**src/include/tcm_macros.svh**
```systemverilog
`ifndef TCM_MACROS_SVH
`define TCM_MACROS_SVH

// Word address width of the RAM, 1024 words by default
`define TCM_AW 10

// Data word width
`define TCM_DW 32

// Port B write data forwarded to port A on same-word hit
`define TCM_ENABLE_BYPASS 1

// AXI response codes
`define TCM_RESP_OKAY   2'b00
`define TCM_RESP_SLVERR 2'b10
`define TCM_RESP_DECERR 2'b11

`endif
```
**src/logic/tcm_pkg.sv**
```systemverilog
`include "tcm_macros.svh"

package tcm_pkg;

   // Widths with a meaning
   typedef logic [31:0]             tcm_baddr_t;
   typedef logic [`TCM_AW-1:0]      tcm_waddr_t;
   typedef logic [`TCM_DW-1:0]      tcm_data_t;
   typedef logic [`TCM_DW/8-1:0]    tcm_strb_t;
   typedef logic [1:0]              tcm_resp_t;

   // AXI4-Lite request payloads
   typedef struct packed {
      tcm_baddr_t addr;
   } axil_aw_t;

   typedef struct packed {
      tcm_data_t data;
      tcm_strb_t strb;
   } axil_w_t;

   typedef struct packed {
      tcm_baddr_t addr;
   } axil_ar_t;

   // AXI4-Lite response payloads
   typedef struct packed {
      tcm_resp_t resp;
   } axil_b_t;

   typedef struct packed {
      tcm_data_t data;
      tcm_resp_t resp;
   } axil_r_t;

   // CPU load/store port, no handshake
   typedef struct packed {
      logic       valid;
      logic       we;
      tcm_baddr_t addr;
      tcm_data_t  wdata;
   } cpu_req_t;

   typedef struct packed {
      logic      valid;
      logic      err;
      tcm_data_t rdata;
   } cpu_rsp_t;

   // Bus slave FSM
   typedef enum logic [2:0] {
      IDLE,
      WRITE,
      READ,
      BRESP,
      RRESP
   } axil_state_t;

endpackage

```
**src/logic/tcm_axil_slave.sv**
```systemverilog
`timescale 1ns/1ps
`include "tcm_macros.svh"

module tcm_axil_slave (
   input  logic                clk,
   input  logic                rst_n,
   // Write address and data
   input  tcm_pkg::axil_aw_t   aw,
   input  logic                aw_valid,
   output logic                aw_ready,
   input  tcm_pkg::axil_w_t    w,
   input  logic                w_valid,
   output logic                w_ready,
   // Read address
   input  tcm_pkg::axil_ar_t   ar,
   input  logic                ar_valid,
   output logic                ar_ready,
   // Responses
   output tcm_pkg::axil_b_t    b,
   output logic                b_valid,
   input  logic                b_ready,
   output tcm_pkg::axil_r_t    r,
   output logic                r_valid,
   input  logic                r_ready,
   // Port A access seen this cycle
   input  logic                a_en,
   input  logic                a_we,
   input  tcm_pkg::tcm_waddr_t a_addr,
   // RAM port B
   output logic                en_b,
   output logic                we_b,
   output tcm_pkg::tcm_waddr_t addr_b,
   output tcm_pkg::tcm_data_t  din_b,
   input  tcm_pkg::tcm_data_t  dout_b
);
   import tcm_pkg::*;

   axil_state_t state_q;
   axil_state_t state_d;
   tcm_waddr_t  addr_q;
   tcm_data_t   data_q;
   tcm_resp_t   resp_q;

   logic        idle;
   logic        wr_both;
   logic        wr_take;
   logic        rd_take;
   logic        wr_bad_range;
   logic        wr_bad_strb;
   logic        rd_bad_range;
   logic        cpu_hit;

   assign idle    = (state_q == IDLE);
   assign wr_both = aw_valid && w_valid;

   // AW and W taken together, write wins over read
   assign wr_take  = idle && wr_both;
   assign aw_ready = wr_take;
   assign w_ready  = wr_take;
   assign ar_ready = idle && !wr_both;
   assign rd_take  = ar_ready && ar_valid;

   // Decode checks on the incoming request
   assign wr_bad_range = (aw.addr >> (`TCM_AW + 2)) != '0;
   assign rd_bad_range = (ar.addr >> (`TCM_AW + 2)) != '0;
   // Only full-word writes
   assign wr_bad_strb  = (w.strb != '1);

   // CPU writing our word this cycle, it wins and we wait
   // Covers both write/write and CPU write vs bus read
   assign cpu_hit = a_en && a_we && (a_addr == addr_q);

   always_comb begin
      state_d = state_q;
      case (state_q)
         IDLE: begin
            if (wr_take) begin
               // Refused writes go straight to the response
               state_d = (wr_bad_range || wr_bad_strb) ? BRESP : WRITE;
            end else if (rd_take) begin
               state_d = rd_bad_range ? RRESP : READ;
            end
         end
         WRITE: begin
            if (!cpu_hit) begin
               state_d = BRESP;
            end
         end
         READ: begin
            if (!cpu_hit) begin
               state_d = RRESP;
            end
         end
         BRESP: begin
            if (b_ready) begin
               state_d = IDLE;
            end
         end
         RRESP: begin
            if (r_ready) begin
               state_d = IDLE;
            end
         end
         default: begin
            state_d = IDLE;
         end
      endcase
   end

   always_ff @(posedge clk) begin
      if (!rst_n) begin
         state_q <= IDLE;
      end else begin
         state_q <= state_d;
      end
   end

   // Request payload, held until the response completes
   always_ff @(posedge clk) begin
      if (wr_take) begin
         addr_q <= aw.addr[`TCM_AW+1:2];
         data_q <= w.data;
         if (wr_bad_range) begin
            resp_q <= `TCM_RESP_DECERR;
         end else if (wr_bad_strb) begin
            resp_q <= `TCM_RESP_SLVERR;
         end else begin
            resp_q <= `TCM_RESP_OKAY;
         end
      end else if (rd_take) begin
         addr_q <= ar.addr[`TCM_AW+1:2];
         resp_q <= rd_bad_range ? `TCM_RESP_DECERR : `TCM_RESP_OKAY;
      end
   end

   // Port B access in WRITE or READ unless the CPU takes the word
   assign en_b   = ((state_q == WRITE) || (state_q == READ)) && !cpu_hit;
   assign we_b   = (state_q == WRITE);
   assign addr_b = addr_q;
   assign din_b  = data_q;

   // Write response
   assign b_valid = (state_q == BRESP);
   assign b.resp  = resp_q;

   // Read data sits in the RAM output register
   // No port B access until the R beat is gone, so it stays stable
   assign r_valid = (state_q == RRESP);
   assign r.resp  = resp_q;
   assign r.data  = (resp_q == `TCM_RESP_OKAY) ? dout_b : '0;

endmodule

```
**config.mk**
```make
export PLATFORM = sky130hd
export DESIGN_NAME = tcm_axil_slave
export DESIGN_NICKNAME = d
export VERILOG_FILES = /design/src/logic/tcm_pkg.sv /design/src/logic/tcm_axil_slave.sv
export VERILOG_INCLUDE_DIRS = /design/src /design/src/include
export SDC_FILE = /design/constraint.sdc
export NUM_CORES = 1
export LEC_CHECK = 0
export ABC_CLOCK_PERIOD_IN_PS = 2550
export BUFFER_PORTS_ARGS = -buffer_cell sky130_fd_sc_hd__buf_2
export CORE_AREA = 2 2 93 95
export DETAILED_ROUTE_END_ITERATION = 7
export DIE_AREA = 0 0 95 97
export PLACE_DENSITY_LB_ADDON = 0.25
export SKIP_CTS_REPAIR_TIMING = 1
export SLEW_MARGIN = 20
export SYNTH_ARGS = -nofsm -noshare
export SYNTH_HDL_FRONTEND = slang
export SYNTH_SLANG_ARGS = --single-unit
```
**constraint.sdc**
```tcl
create_clock -name clk -period 2.55 [get_ports clk]
set_input_delay 0.255 -clock clk [delete_from_list [all_inputs] [get_ports clk]]
set_output_delay 0.255 -clock clk [all_outputs]
set_load 0.02 [all_outputs]
```
==> flow_metrics.tcl <==
set metrics [dict create \
    die_h_um 97 \
    place_hpwl_mm 5.79 \
    syn_area_um2 2190 \
    synth_top_area_share_pct 60.3 \
    coreArea_um2 8130 \
    p_clk_share_pct 19.9 \
    cts_buffers 5 \
    clock-sinks 47 \
    syn_area_per_cell_um2 13.0 \
    ios 236 \
    grt_setup_unrepaired "no" \
    die_area_um2 9220 \
    ys_warn_count 0 \
    startpoint_type "flop" \
    seq_area_frac_synth_pct 63.0 \
    grt_max_degree 36 \
    setup_tns_ns 0 \
    crit_chain "xnor2_1 -> nand3_1 -> nor4_1 -> nor3_1 -> buf_2" \
    clock_tree.root_cell "clkbuf_8" \
    port_buffers 231 \
    clockBufferDepth 2 \
    hold_viol_final 0 \
    drc 0 \
    yosys-top-cells-area "edfxtp_1, and2_1, mux2_2" \
    hold-worst-slack_ns 0.131 \
    ant_nets 0 \
    diodes 0 \
    synth_nets 319 \
    worstMarginPinSlew_ns 0.551 \
    cp_data_arrival_time_ns 1.84 \
    mostFrequentLayoutCell "buf_2" \
    peakVddDrop_mv 0.375 \
    ys_types 32 \
    postLayoutCoreUtil_pct 43.7 \
    syn-instance-count 168 \
    pre_cts_ws_ns 0.578 \
    routed-via-count 2162 \
    slew_headroom_pct 62.9 \
    drt_iter0_markers 45 \
    h-tree-depth 2 \
    first_global_vias 2033 \
    vias_per_cell 4.27 \
    finalCritPeriodShare_pct 82.0 \
    power.leakage_nw 1.70 \
    cap_violations 0 \
    async_reset_ff_share_pct 0 \
    gp_congestion 0.854 \
    fill_cells 810 \
    period_needed_ns 2.09 \
    synth_edf_count 44 \
    crit_slowest_cell "nor4_1" \
    grt_overflow 0 \
    cpPeakStageDelay_ns 0.54 \
    rr_worst_depth 4 \
    cellPowerDensity_nw_per_um2 629 \
    start_util_pct 26.9 \
    pwr-share-comb_pct 31.7 \
    antenna_found_initial 0 \
    cts_tree "done" \
    setup_viol 0 \
    status "finished, final reports clean" \
    drt_pre_antenna_iters 4 \
    fin_skew_ns 0.00683 \
    required_ns 2.30 \
    power_frac_seq_pct 48.4 \
    hold_class "in2reg" \
    finalMaxSlewViolations 0 \
    layout-drive-gt1-share_pct 63.8 \
    synth_flop_cell "edfxtp_1" \
    cp-end-kind "output pin" \
    yosys.area.top_type "edfxtp_1" \
    internal_power_w 0.00150 \
    yosys_register_bits 47 \
    final_cell_mix "buf_2, edfxtp_1, and2_1" \
    p_sw_w 0.000744 \
    swShare_pct 33.2 \
    area_delta_synth_final_pct 62.4 \
    timing.fmax_ghz 0.478 \
    path_class "reg2out" \
    clk_latency_ns 0.29 \
    fp-row-count 33 \
    routed_wl_mm 6.98 \
    clk_pin_slew_ns 0.09 \
    grt_usage_pct 14.2 \
    hold_depth 1 \
    layout.nets 551 \
    design_power_total_w 0.00224 \
    wire_per_inst_um 13.8 \
    die_w_um 95 \
    grt_pass1_wl_mm 10.0 \
    fin_ws_ns 0.458 \
    worst-path-max-fanout 3 \
]
-- logic make-up (layout without fill, tap and decap cells) --
group | Yosys count | count (layout) | share of synthesized area [%]
AOI/OAI and AO/OA | 11 | 11 | 3.60
xor gates and xnor gates | 11 | 11 | 4.40
adders and majority gates | 1 | 1 | 0.457
buffers and inverters | 11 | 244 | 2.40
DFF | 47 | 47 | 63.0
muxes | 10 | 10 | 5.14
and+or+nand+nor | 77 | 77 | 21.0
-- final cells by class --
class / instances / area (um^2) / share of cell area (%)
multi-input combinational: 110 / 757 / 21.3
sequential: 47 / 1380 / 38.8
clock inverter: 3 / 17.5 / 0.492
clock buffer: 5 / 68.8 / 1.93
timing repair buffer: 235 / 1200 / 33.7
tap: 105 / 131 / 3.69
inverter: 1 / 3.75 / 0.105
-- cells in the mapped netlist (4+ instances only) --
library cell,count
nor4_1,10
nor2_1,7
mux2_2,10
nand2_1,7
nor3_1,4
and2_1,33
edfxtp_1,44
clkbuf_1,6
xnor2_1,11
-- path summary, 6_finish.rpt --
path / from / to / slack [ns]
max reg2reg: state_q[1] / b[1] / 0.54
max: addr_b[5] / en_b / 0.46
min: w[20] / din_b[16] / 0.13
min reg2reg: state_q[1] / state_q[1] / 0.65
-- critical path: cells and delay by family (launching register included) --
family / cells / cell delay (ns)
simple gates: 3 / 0.75
flops: 1 / 0.43
buf+inv: 1 / 0.18
xor+xnor: 1 / 0.17
-- power by group through the flow --
stage | registers, W | logic (W) | clock network (W)
global route | 0.00110 | 0.000772 | 0.000504
floorplan | 0.00120 | 0.000305 | 0
global placement | 0.00110 | 0.000713 | 0
finish | 0.00108 | 0.000710 | 0.000446
CTS | 0.00108 | 0.000720 | 0.000475
detailed placement | 0.00110 | 0.000717 | 0
-- state kept, by name, summed over array words and instances (netlist names) --
signal / flops
b: 2
din_b: 32
state_q: 3
addr_b: 10
-- layer usage --
layer,vias up,GRT usage [%],wire length (um)
met5,-,0,0
met4,0,4.35,131
met3,12,2.88,626
met2,117,25.2,3570
met1,953,17.0,2640
li1,1080,-,-
-- metrics by stage --
stage               area, um^2  std cells
finish                    3560        506
global route              3560        506
CTS                       3560        506
detailed placement        3470        498
global placement          3470        498
floorplan                 2190        168
Note: power is estimated with default switching activity, not from simulation.
