**src/include/tcm_macros.svh**
```systemverilog
`ifndef TCM_MACROS_SVH
`define TCM_MACROS_SVH

// Word address width of the RAM, 1024 words by default
`define TCM_AW 10

// Data word width
`define TCM_DW 32

// Port B write data forwarded to port A on same-word hit
`define TCM_ENABLE_BYPASS 1

// AXI response codes
`define TCM_RESP_OKAY   2'b00
`define TCM_RESP_SLVERR 2'b10
`define TCM_RESP_DECERR 2'b11

`endif
```
**src/logic/tcm_pkg.sv**
```systemverilog
`include "tcm_macros.svh"

package tcm_pkg;

   // Widths with a meaning
   typedef logic [31:0]             tcm_baddr_t;
   typedef logic [`TCM_AW-1:0]      tcm_waddr_t;
   typedef logic [`TCM_DW-1:0]      tcm_data_t;
   typedef logic [`TCM_DW/8-1:0]    tcm_strb_t;
   typedef logic [1:0]              tcm_resp_t;

   // AXI4-Lite request payloads
   typedef struct packed {
      tcm_baddr_t addr;
   } axil_aw_t;

   typedef struct packed {
      tcm_data_t data;
      tcm_strb_t strb;
   } axil_w_t;

   typedef struct packed {
      tcm_baddr_t addr;
   } axil_ar_t;

   // AXI4-Lite response payloads
   typedef struct packed {
      tcm_resp_t resp;
   } axil_b_t;

   typedef struct packed {
      tcm_data_t data;
      tcm_resp_t resp;
   } axil_r_t;

   // CPU load/store port, no handshake
   typedef struct packed {
      logic       valid;
      logic       we;
      tcm_baddr_t addr;
      tcm_data_t  wdata;
   } cpu_req_t;

   typedef struct packed {
      logic      valid;
      logic      err;
      tcm_data_t rdata;
   } cpu_rsp_t;

   // Bus slave FSM
   typedef enum logic [2:0] {
      IDLE,
      WRITE,
      READ,
      BRESP,
      RRESP
   } axil_state_t;

endpackage

```
**src/logic/tcm_cpu_port.sv**
```systemverilog
`timescale 1ns/1ps
`include "tcm_macros.svh"

module tcm_cpu_port (
   input  logic                clk,
   input  logic                rst_n,
   input  tcm_pkg::cpu_req_t   cpu_req,
   output tcm_pkg::cpu_rsp_t   cpu_rsp,
   // RAM port A
   output logic                en_a,
   output logic                we_a,
   output tcm_pkg::tcm_waddr_t addr_a,
   output tcm_pkg::tcm_data_t  din_a,
   input  tcm_pkg::tcm_data_t  dout_a
);
   import tcm_pkg::*;

   logic in_range;
   logic aligned;
   logic legal;
   logic valid_q;
   logic err_q;

   // Byte address must fall inside the RAM
   assign in_range = (cpu_req.addr >> (`TCM_AW + 2)) == '0;
   // Word accesses only
   assign aligned  = (cpu_req.addr[1:0] == 2'b00);
   assign legal    = in_range && aligned;

   // Illegal requests never reach the RAM
   assign en_a   = cpu_req.valid && legal;
   assign we_a   = cpu_req.valid && legal && cpu_req.we;
   assign addr_a = cpu_req.addr[`TCM_AW+1:2];
   assign din_a  = cpu_req.wdata;

   // Status one cycle later, lined up with the RAM output
   always_ff @(posedge clk) begin
      if (!rst_n) begin
         valid_q <= 1'b0;
         err_q   <= 1'b0;
      end else begin
         valid_q <= cpu_req.valid;
         err_q   <= cpu_req.valid && !legal;
      end
   end

   assign cpu_rsp.valid = valid_q;
   assign cpu_rsp.err   = err_q;
   // RAM output holds between port A accesses
   assign cpu_rsp.rdata = dout_a;

endmodule

```
**config.mk**
```make
export PLATFORM = sky130hd
export DESIGN_NAME = tcm_cpu_port
export DESIGN_NICKNAME = d
export VERILOG_FILES = /design/src/logic/tcm_pkg.sv /design/src/logic/tcm_cpu_port.sv
export VERILOG_INCLUDE_DIRS = /design/src /design/src/include
export SDC_FILE = /design/constraint.sdc
export NUM_CORES = 1
export LEC_CHECK = 0
export CORE_AREA = 2 2 69 71
export CTS_CLUSTER_SIZE = 14
export DETAILED_ROUTE_END_ITERATION = 12
export DIE_AREA = 0 0 71 73
export DONT_BUFFER_PORTS = 1
export GPL_TIMING_DRIVEN = 0
export PLACE_DENSITY = 0.41
export SETUP_SLACK_MARGIN = 0.4
export SLEW_MARGIN = 20
export SYNTH_ARGS = -nofsm -noshare
export SYNTH_HDL_FRONTEND = slang
export SYNTH_SLANG_ARGS = --single-unit
```
**constraint.sdc**
```tcl
create_clock -name clk -period 0.9 [get_ports clk]
set_input_delay 0.18 -clock clk [delete_from_list [all_inputs] [get_ports clk]]
set_output_delay 0.18 -clock clk [all_outputs]
set_load 0.005 [all_outputs]
```
==> reports/summary.txt, run 1 <==
Synthesized area per cell = 7.47 um2
Asr flop ratio synth = 0
Worst vdd ir = 236 uV
Core area = 4540 um2
Drt pass-1 iters = 2
Initial antenna violation count = 0
Largest cells by area after synthesis = buf_4 (83%), dfxtp_1 (5.8%), nor4_1 (4.6%), nor3_1 (1.5%), nand2_1 (1.1%)
Rows = 25
Outcome = finished with violations
Setup-failing EPs final = 2
Startpoint Class = input port
Worst Hold End = valid_q$_SDFF_PN0_
Psw = 166 uW
Largest family of logic cells by synthesized area = buffers and inverters
Via count = 565
Kind of critical path = in -> out
Detail-routed via count per cell = 3.77
ANT nets after route = 0
Area after DPL = 801 um2
Syn Nets = 192
Number of CTS-inserted buffers = 3
Mux cell area share after synthesis = 0
Nets = 198
Die area = 5180 um2
Final worst slack = -178 ps
Layout cells sized above 1 = 0.906
Register area = 41.3 um2
Total track usage = 0.0598
First-pass GRT wire length = 2.33 mm
Routed WL = 2.02 mm
WHS Path Cells = 1
Slew Viols, Final = 0
I/O Buffers = 0
Sequential Power Share = 0.127
# DRC = 0
Mapped Area = 687 um2
1st-iter DRT viols = 2
Failing checks = negative setup slack
Fmax = 928 MHz
Flops & latches, synth = 2
CTS tree = done
Largest net degree at the start of global routing = 4
Share of total power in the clock network = 0.462
Clock sink count = 2
Most numerous cell in the Yosys netlist = buf_4
Comb power frac = 0.411
Switching part of the total power = 0.217
Hold path start = cpu_req[65]
Height of the die = 73 um
Die W = 71 um
Worst path arrival time = 900 ps
Synth Area in XOR/XNOR = 0
Post-synth top flop = dfxtp_1
H-tree depth = 1
Crit path buffers/inverters = 0
Layout fillers = 508
Mapped Cells = 92
Crit path time final = 1080 ps
Simple-gate share of the synthesized area = 0.0947
Area growth, synth to finish = 27.1%
HP Class = in -> reg
Crit-path slowest cell = nor4_4
Req. time, crit path = 720 ps
Yosys top cell area share = 0.831
RSZ-0062 raised after global routing = true
Post-synth EDFFs = 0
I/O pin count = 178
Seq/Total Area, Yosys = 0.0583
Leak = 0.434 nW
ANT cells = 0
Final Hold Fails = 0
Hold slack = 133 ps
Clock-pin slew on the worst setup and hold paths = 30 ps
Crit path largest cell delay = 260 ps
Root Driver = clkbuf_8
Power density over the cells = 877 nW/um2
Ys Warns = 0
Design Area, Final = 873 um2
Post-synthesis compound-gate area fraction = 0.0109
Multi-input combinational cell area = 134 um2
Number of max-cap violations = 0
Initial core utilization = 0.151
Worst-path cell chain = nor4_4 -> nand4_1 -> nor3_2
Max-slew headroom = 0.828
Largest fanout on the critical path = 3
GPL Wtd Cong = 0.776
Int Power = 600 uW
Critical path's top delay family = simple AND/OR/NAND/NOR gates
Cell taking the most area after synthesis = buf_4
Final core occ = 0.193
Endpoint class of the critical path = output pin
Worst-Margin Slew = 256 ps
Synth cell types = 10
DR WL/cell = 13.5 um
Period utilization = 1.20
Commonest cells post-synth = buf_4 (76), nor4_1 (5), dfxtp_1 (2), nand2_1 (2), nor3_1 (2)
Post-synthesis adder-cell area fraction = 0
Grt ovf = 0
Placed wire-length estimate = 1.92 mm
Max Root-Sink Buffers = 2
Vias in the first global route = 512
[power by group through the flow]
stage / Sequential [mW] / Combinational [mW] / Clock (mW)
CTS: 0.0970 / 0.320 / 0.363
floorplan: 0.0962 / 0.289 / 0
global route: 0.0970 / 0.336 / 0.373
finish: 0.0972 / 0.315 / 0.354
global placement: 0.0967 / 0.320 / 0
detailed placement: 0.0967 / 0.316 / 0
[final cells by class]
type / count / area share
buffer: 76 / 0.662
multi-input combinational: 13 / 0.153
tap: 54 / 0.0774
sequential: 2 / 0.0473
clock buffer: 3 / 0.0473
timing repair buffer: 1 / 0.00860
inverter: 1 / 0.00430
[cells in the final DEF, fill, tap and decap left out]
cell type | netlist | final
buf_4 | 76 | 75
nor4_4 | 0 | 3
clkbuf_8 | 0 | 3
nand2_1 | 2 | 2
nor3_2 | 0 | 2
buf_6 | 0 | 2
inv_1 | 1 | 1
nor2_1 | 1 | 1
nand4_1 | 1 | 1
nor4_2 | 0 | 1
nor4_1 | 5 | 1
and2_1 | 1 | 1
o21a_1 | 1 | 1
dfxtp_1 | 2 | 1
dfxtp_2 | 0 | 1
[cells by family (layout without fill, tap and decap cells)]
kind of cell,Yosys count,count (layout)
buf+inv,77,81
simple gates,12,12
flops,2,2
compound gates,1,1
[worst max path at each step]
| stage | startpoint | to | cells after the start |
|---|---|---|---|
| after floorplan | cpu_req[62] | en_a | 3 |
| after global routing | cpu_req[62] | en_a | 3 |
| final | cpu_req[50] | en_a | 3 |
| after global placement | cpu_req[50] | en_a | 3 |
| after detailed placement | cpu_req[50] | en_a | 3 |
| after CTS | cpu_req[50] | en_a | 3 |
[per-layer routing]
layer / track usage / wire [um]
met4: 0.0252 / 23
met3: 0.0262 / 397
met5: 0 / 0
met2: 0.144 / 1300
met1: 0.0313 / 300
[flip-flops by register name, summed over array words and instances, names as in the netlist]
register,count
err_q,1
valid_q,1
[per-stage QoR]
| step | instances | power, mW | TNS, ps | worst slack, ps |
|---|---|---|---|---|
| 2_1_floorplan | 92 | 0.385 | -126 | -75.7 |
| 3_3_place_gp | 146 | 0.417 | -422 | -196 |
| 3_5_place_dp | 146 | 0.413 | -549 | -228 |
| 4_1_cts | 150 | 0.780 | -445 | -221 |
| 5_1_grt | 150 | 0.806 | -399 | -204 |
| 6_report | 150 | 0.766 | -317 | -178 |
[what timing repair did]
action                                  4_1_cts  5_1_grt
pin swaps                                     4        4
cloned                                        0        0
hold buffers                                  0        0
endpoints found under the setup margin        5        5
gates resized for setup                       4        1
setup buffers                                 1        0
(Power assumes the default switching activity.)
==> inputs of run 2 (changes only) <==
==> constraint.sdc (replaced) <==
create_clock -name clk -period 0.9 [get_ports clk]
set_input_delay 0.09 -clock clk [delete_from_list [all_inputs] [get_ports clk]]
set_output_delay 0.09 -clock clk [all_outputs]
set_load 0.005 [all_outputs]
==> reports/summary.txt, run 2 (synthesis results as in run 1) <==
Outcome = finished with violations
Failing checks = negative setup slack
Vias in the first global route = 474
Leak = 0.427 nW
Cts hold-fix bufs = 0
Detail-routed via count per cell = 3.63
Area after DPL = 801 um2
Worst path arrival time = 810 ps
DR WL/cell = 11.7 um
Number of max-cap violations = 0
Max Root-Sink Buffers = 2
Dpl cells = 146
Area growth, synth to finish = 23.9%
Initial antenna violation count = 0
Post-CTS Setup Inserts = 0
Core area = 4540 um2
Worst Hold End = valid_q$_SDFF_PN0_
H-tree depth = 1
Crit path buffers/inverters = 0
Max-slew headroom = 0.854
Die area = 5180 um2
Clock sink count = 2
Crit path time final = 901 ps
Design Area, Final = 851 um2
Hold slack = 35.7 ps
Final Hold Fails = 0
# DRC = 0
Grt ovf = 0
Largest fanout on the critical path = 3
CTS tree = done
I/O pin count = 178
Top Registers = err_q: 1 flops, valid_q: 1 flops
Via count = 541
Initial core utilization = 0.151
Root Driver = clkbuf_8
Crit path largest cell delay = 240 ps
Crit-path slowest cell = nor4_4
Most common cell after layout, fill and taps aside = buf_4
ANT cells = 0
Largest net degree at the start of global routing = 4
Post-route insts no fill = 149
Period utilization = 1.00
Hold path start = cpu_req[65]
Req. time, crit path = 810 ps
First-pass GRT wire length = 2.12 mm
Critical path's top delay family = simple AND/OR/NAND/NOR gates
HP Class = in -> reg
WHS Path Cells = 1
Most frequent cells in the layout = buf_4 (76), nor4_4 (3), clkbuf_8 (3)
Setup-failing EPs final = 1
I/O Buffers = 0
Setup crit start = cpu_req[50]
Clock-pin slew on the worst setup and hold paths = 30 ps
GPL Wtd Cong = 0.694
Rows = 25
Worst vdd ir = 461 uV
Layout cells sized above 1 = 0.884
Number of CTS-inserted buffers = 3
Slew Viols, Final = 0
Worst-path cell chain = nor4_4 -> nand4_1 -> nor3_2
Drt pass-1 iters = 2
Worst-Margin Slew = 217 ps
1st-iter DRT viols = 5
Fmax = 1110 MHz
Total track usage = 0.0521
Final worst slack = -1.42 ps
Nets = 197
Setup WS pre-CTS = -36.2 ps
Kind of critical path = in -> out
Die W = 71 um
Height of the die = 73 um
Startpoint Class = input port
Endpoint class of the critical path = output pin
Power density over the cells = 883 nW/um2
RSZ-0062 raised after global routing = true
ANT nets after route = 0
Routed WL = 1.75 mm
==> run 2: cell types whose count changed in the layout (fill, tap and decap cells not counted) <==
cell	change
buf_6	-2
dfxtp_1	+1
nor4_1	+1
buf_4	+1
dfxtp_2	-1
nor4_2	-1
==> run 2: through the flow <==
stage	utilization	TNS [ps]	power, mW
floorplan	-	0	0.385
global placement	0.177	-29.4	0.413
detailed placement	0.177	-95.7	0.408
CTS	0.188	-24.9	0.773
global route	0.188	-97.5	0.806
finish	0.188	-1.42	0.751
==> run 2: final cells by class <==
type / count / area, um2
multi-input cells: 13 / 128
fillers: 496 / 3680
well taps: 54 / 67.6
clock buffers: 3 / 41.3
flip-flops and latches: 2 / 40.0
plain buffers: 76 / 571
inverters: 1 / 3.75
==> run 2: how the worst max path moves through the flow <==
stage                            end  depth (start not counted)  slack [ps]
floorplan           err_q$_SDFF_PN0_                          3          80
global placement                we_a                          3         -20
detailed placement              we_a                          3         -40
CTS                             en_a                          3         -20
global route                    en_a                          3         -70
finish                          en_a                          3          -1
==> run 2: where the power goes <==
| part | switching, mW | leakage (nW) | internal [mW] | total, mW |
|---|---|---|---|---|
| logic | 0.0883 | 0.389 | 0.219 | 0.307 |
| registers | 0.00103 | 0.0167 | 0.0942 | 0.0953 |
| clock network | 0.0666 | 0.0216 | 0.282 | 0.349 |
==> run 2: timing repair <==
| item | 4_1_cts | 5_1_grt |
|---|---|---|
| pin swaps | 3 | 1 |
| gates resized for setup | 1 | 0 |
| hold endpoints to repair | 0 | 0 |
| setup endpoints to repair | 5 | 5 |
==> run 2: routing by layer <==
layer,up-vias,wire length (um),track usage
met2,93,1050,0.104
met5,-,0,0
met1,226,380,0.0437
li1,220,-,-
met4,0,14,0.0189
met3,2,301,0.0262
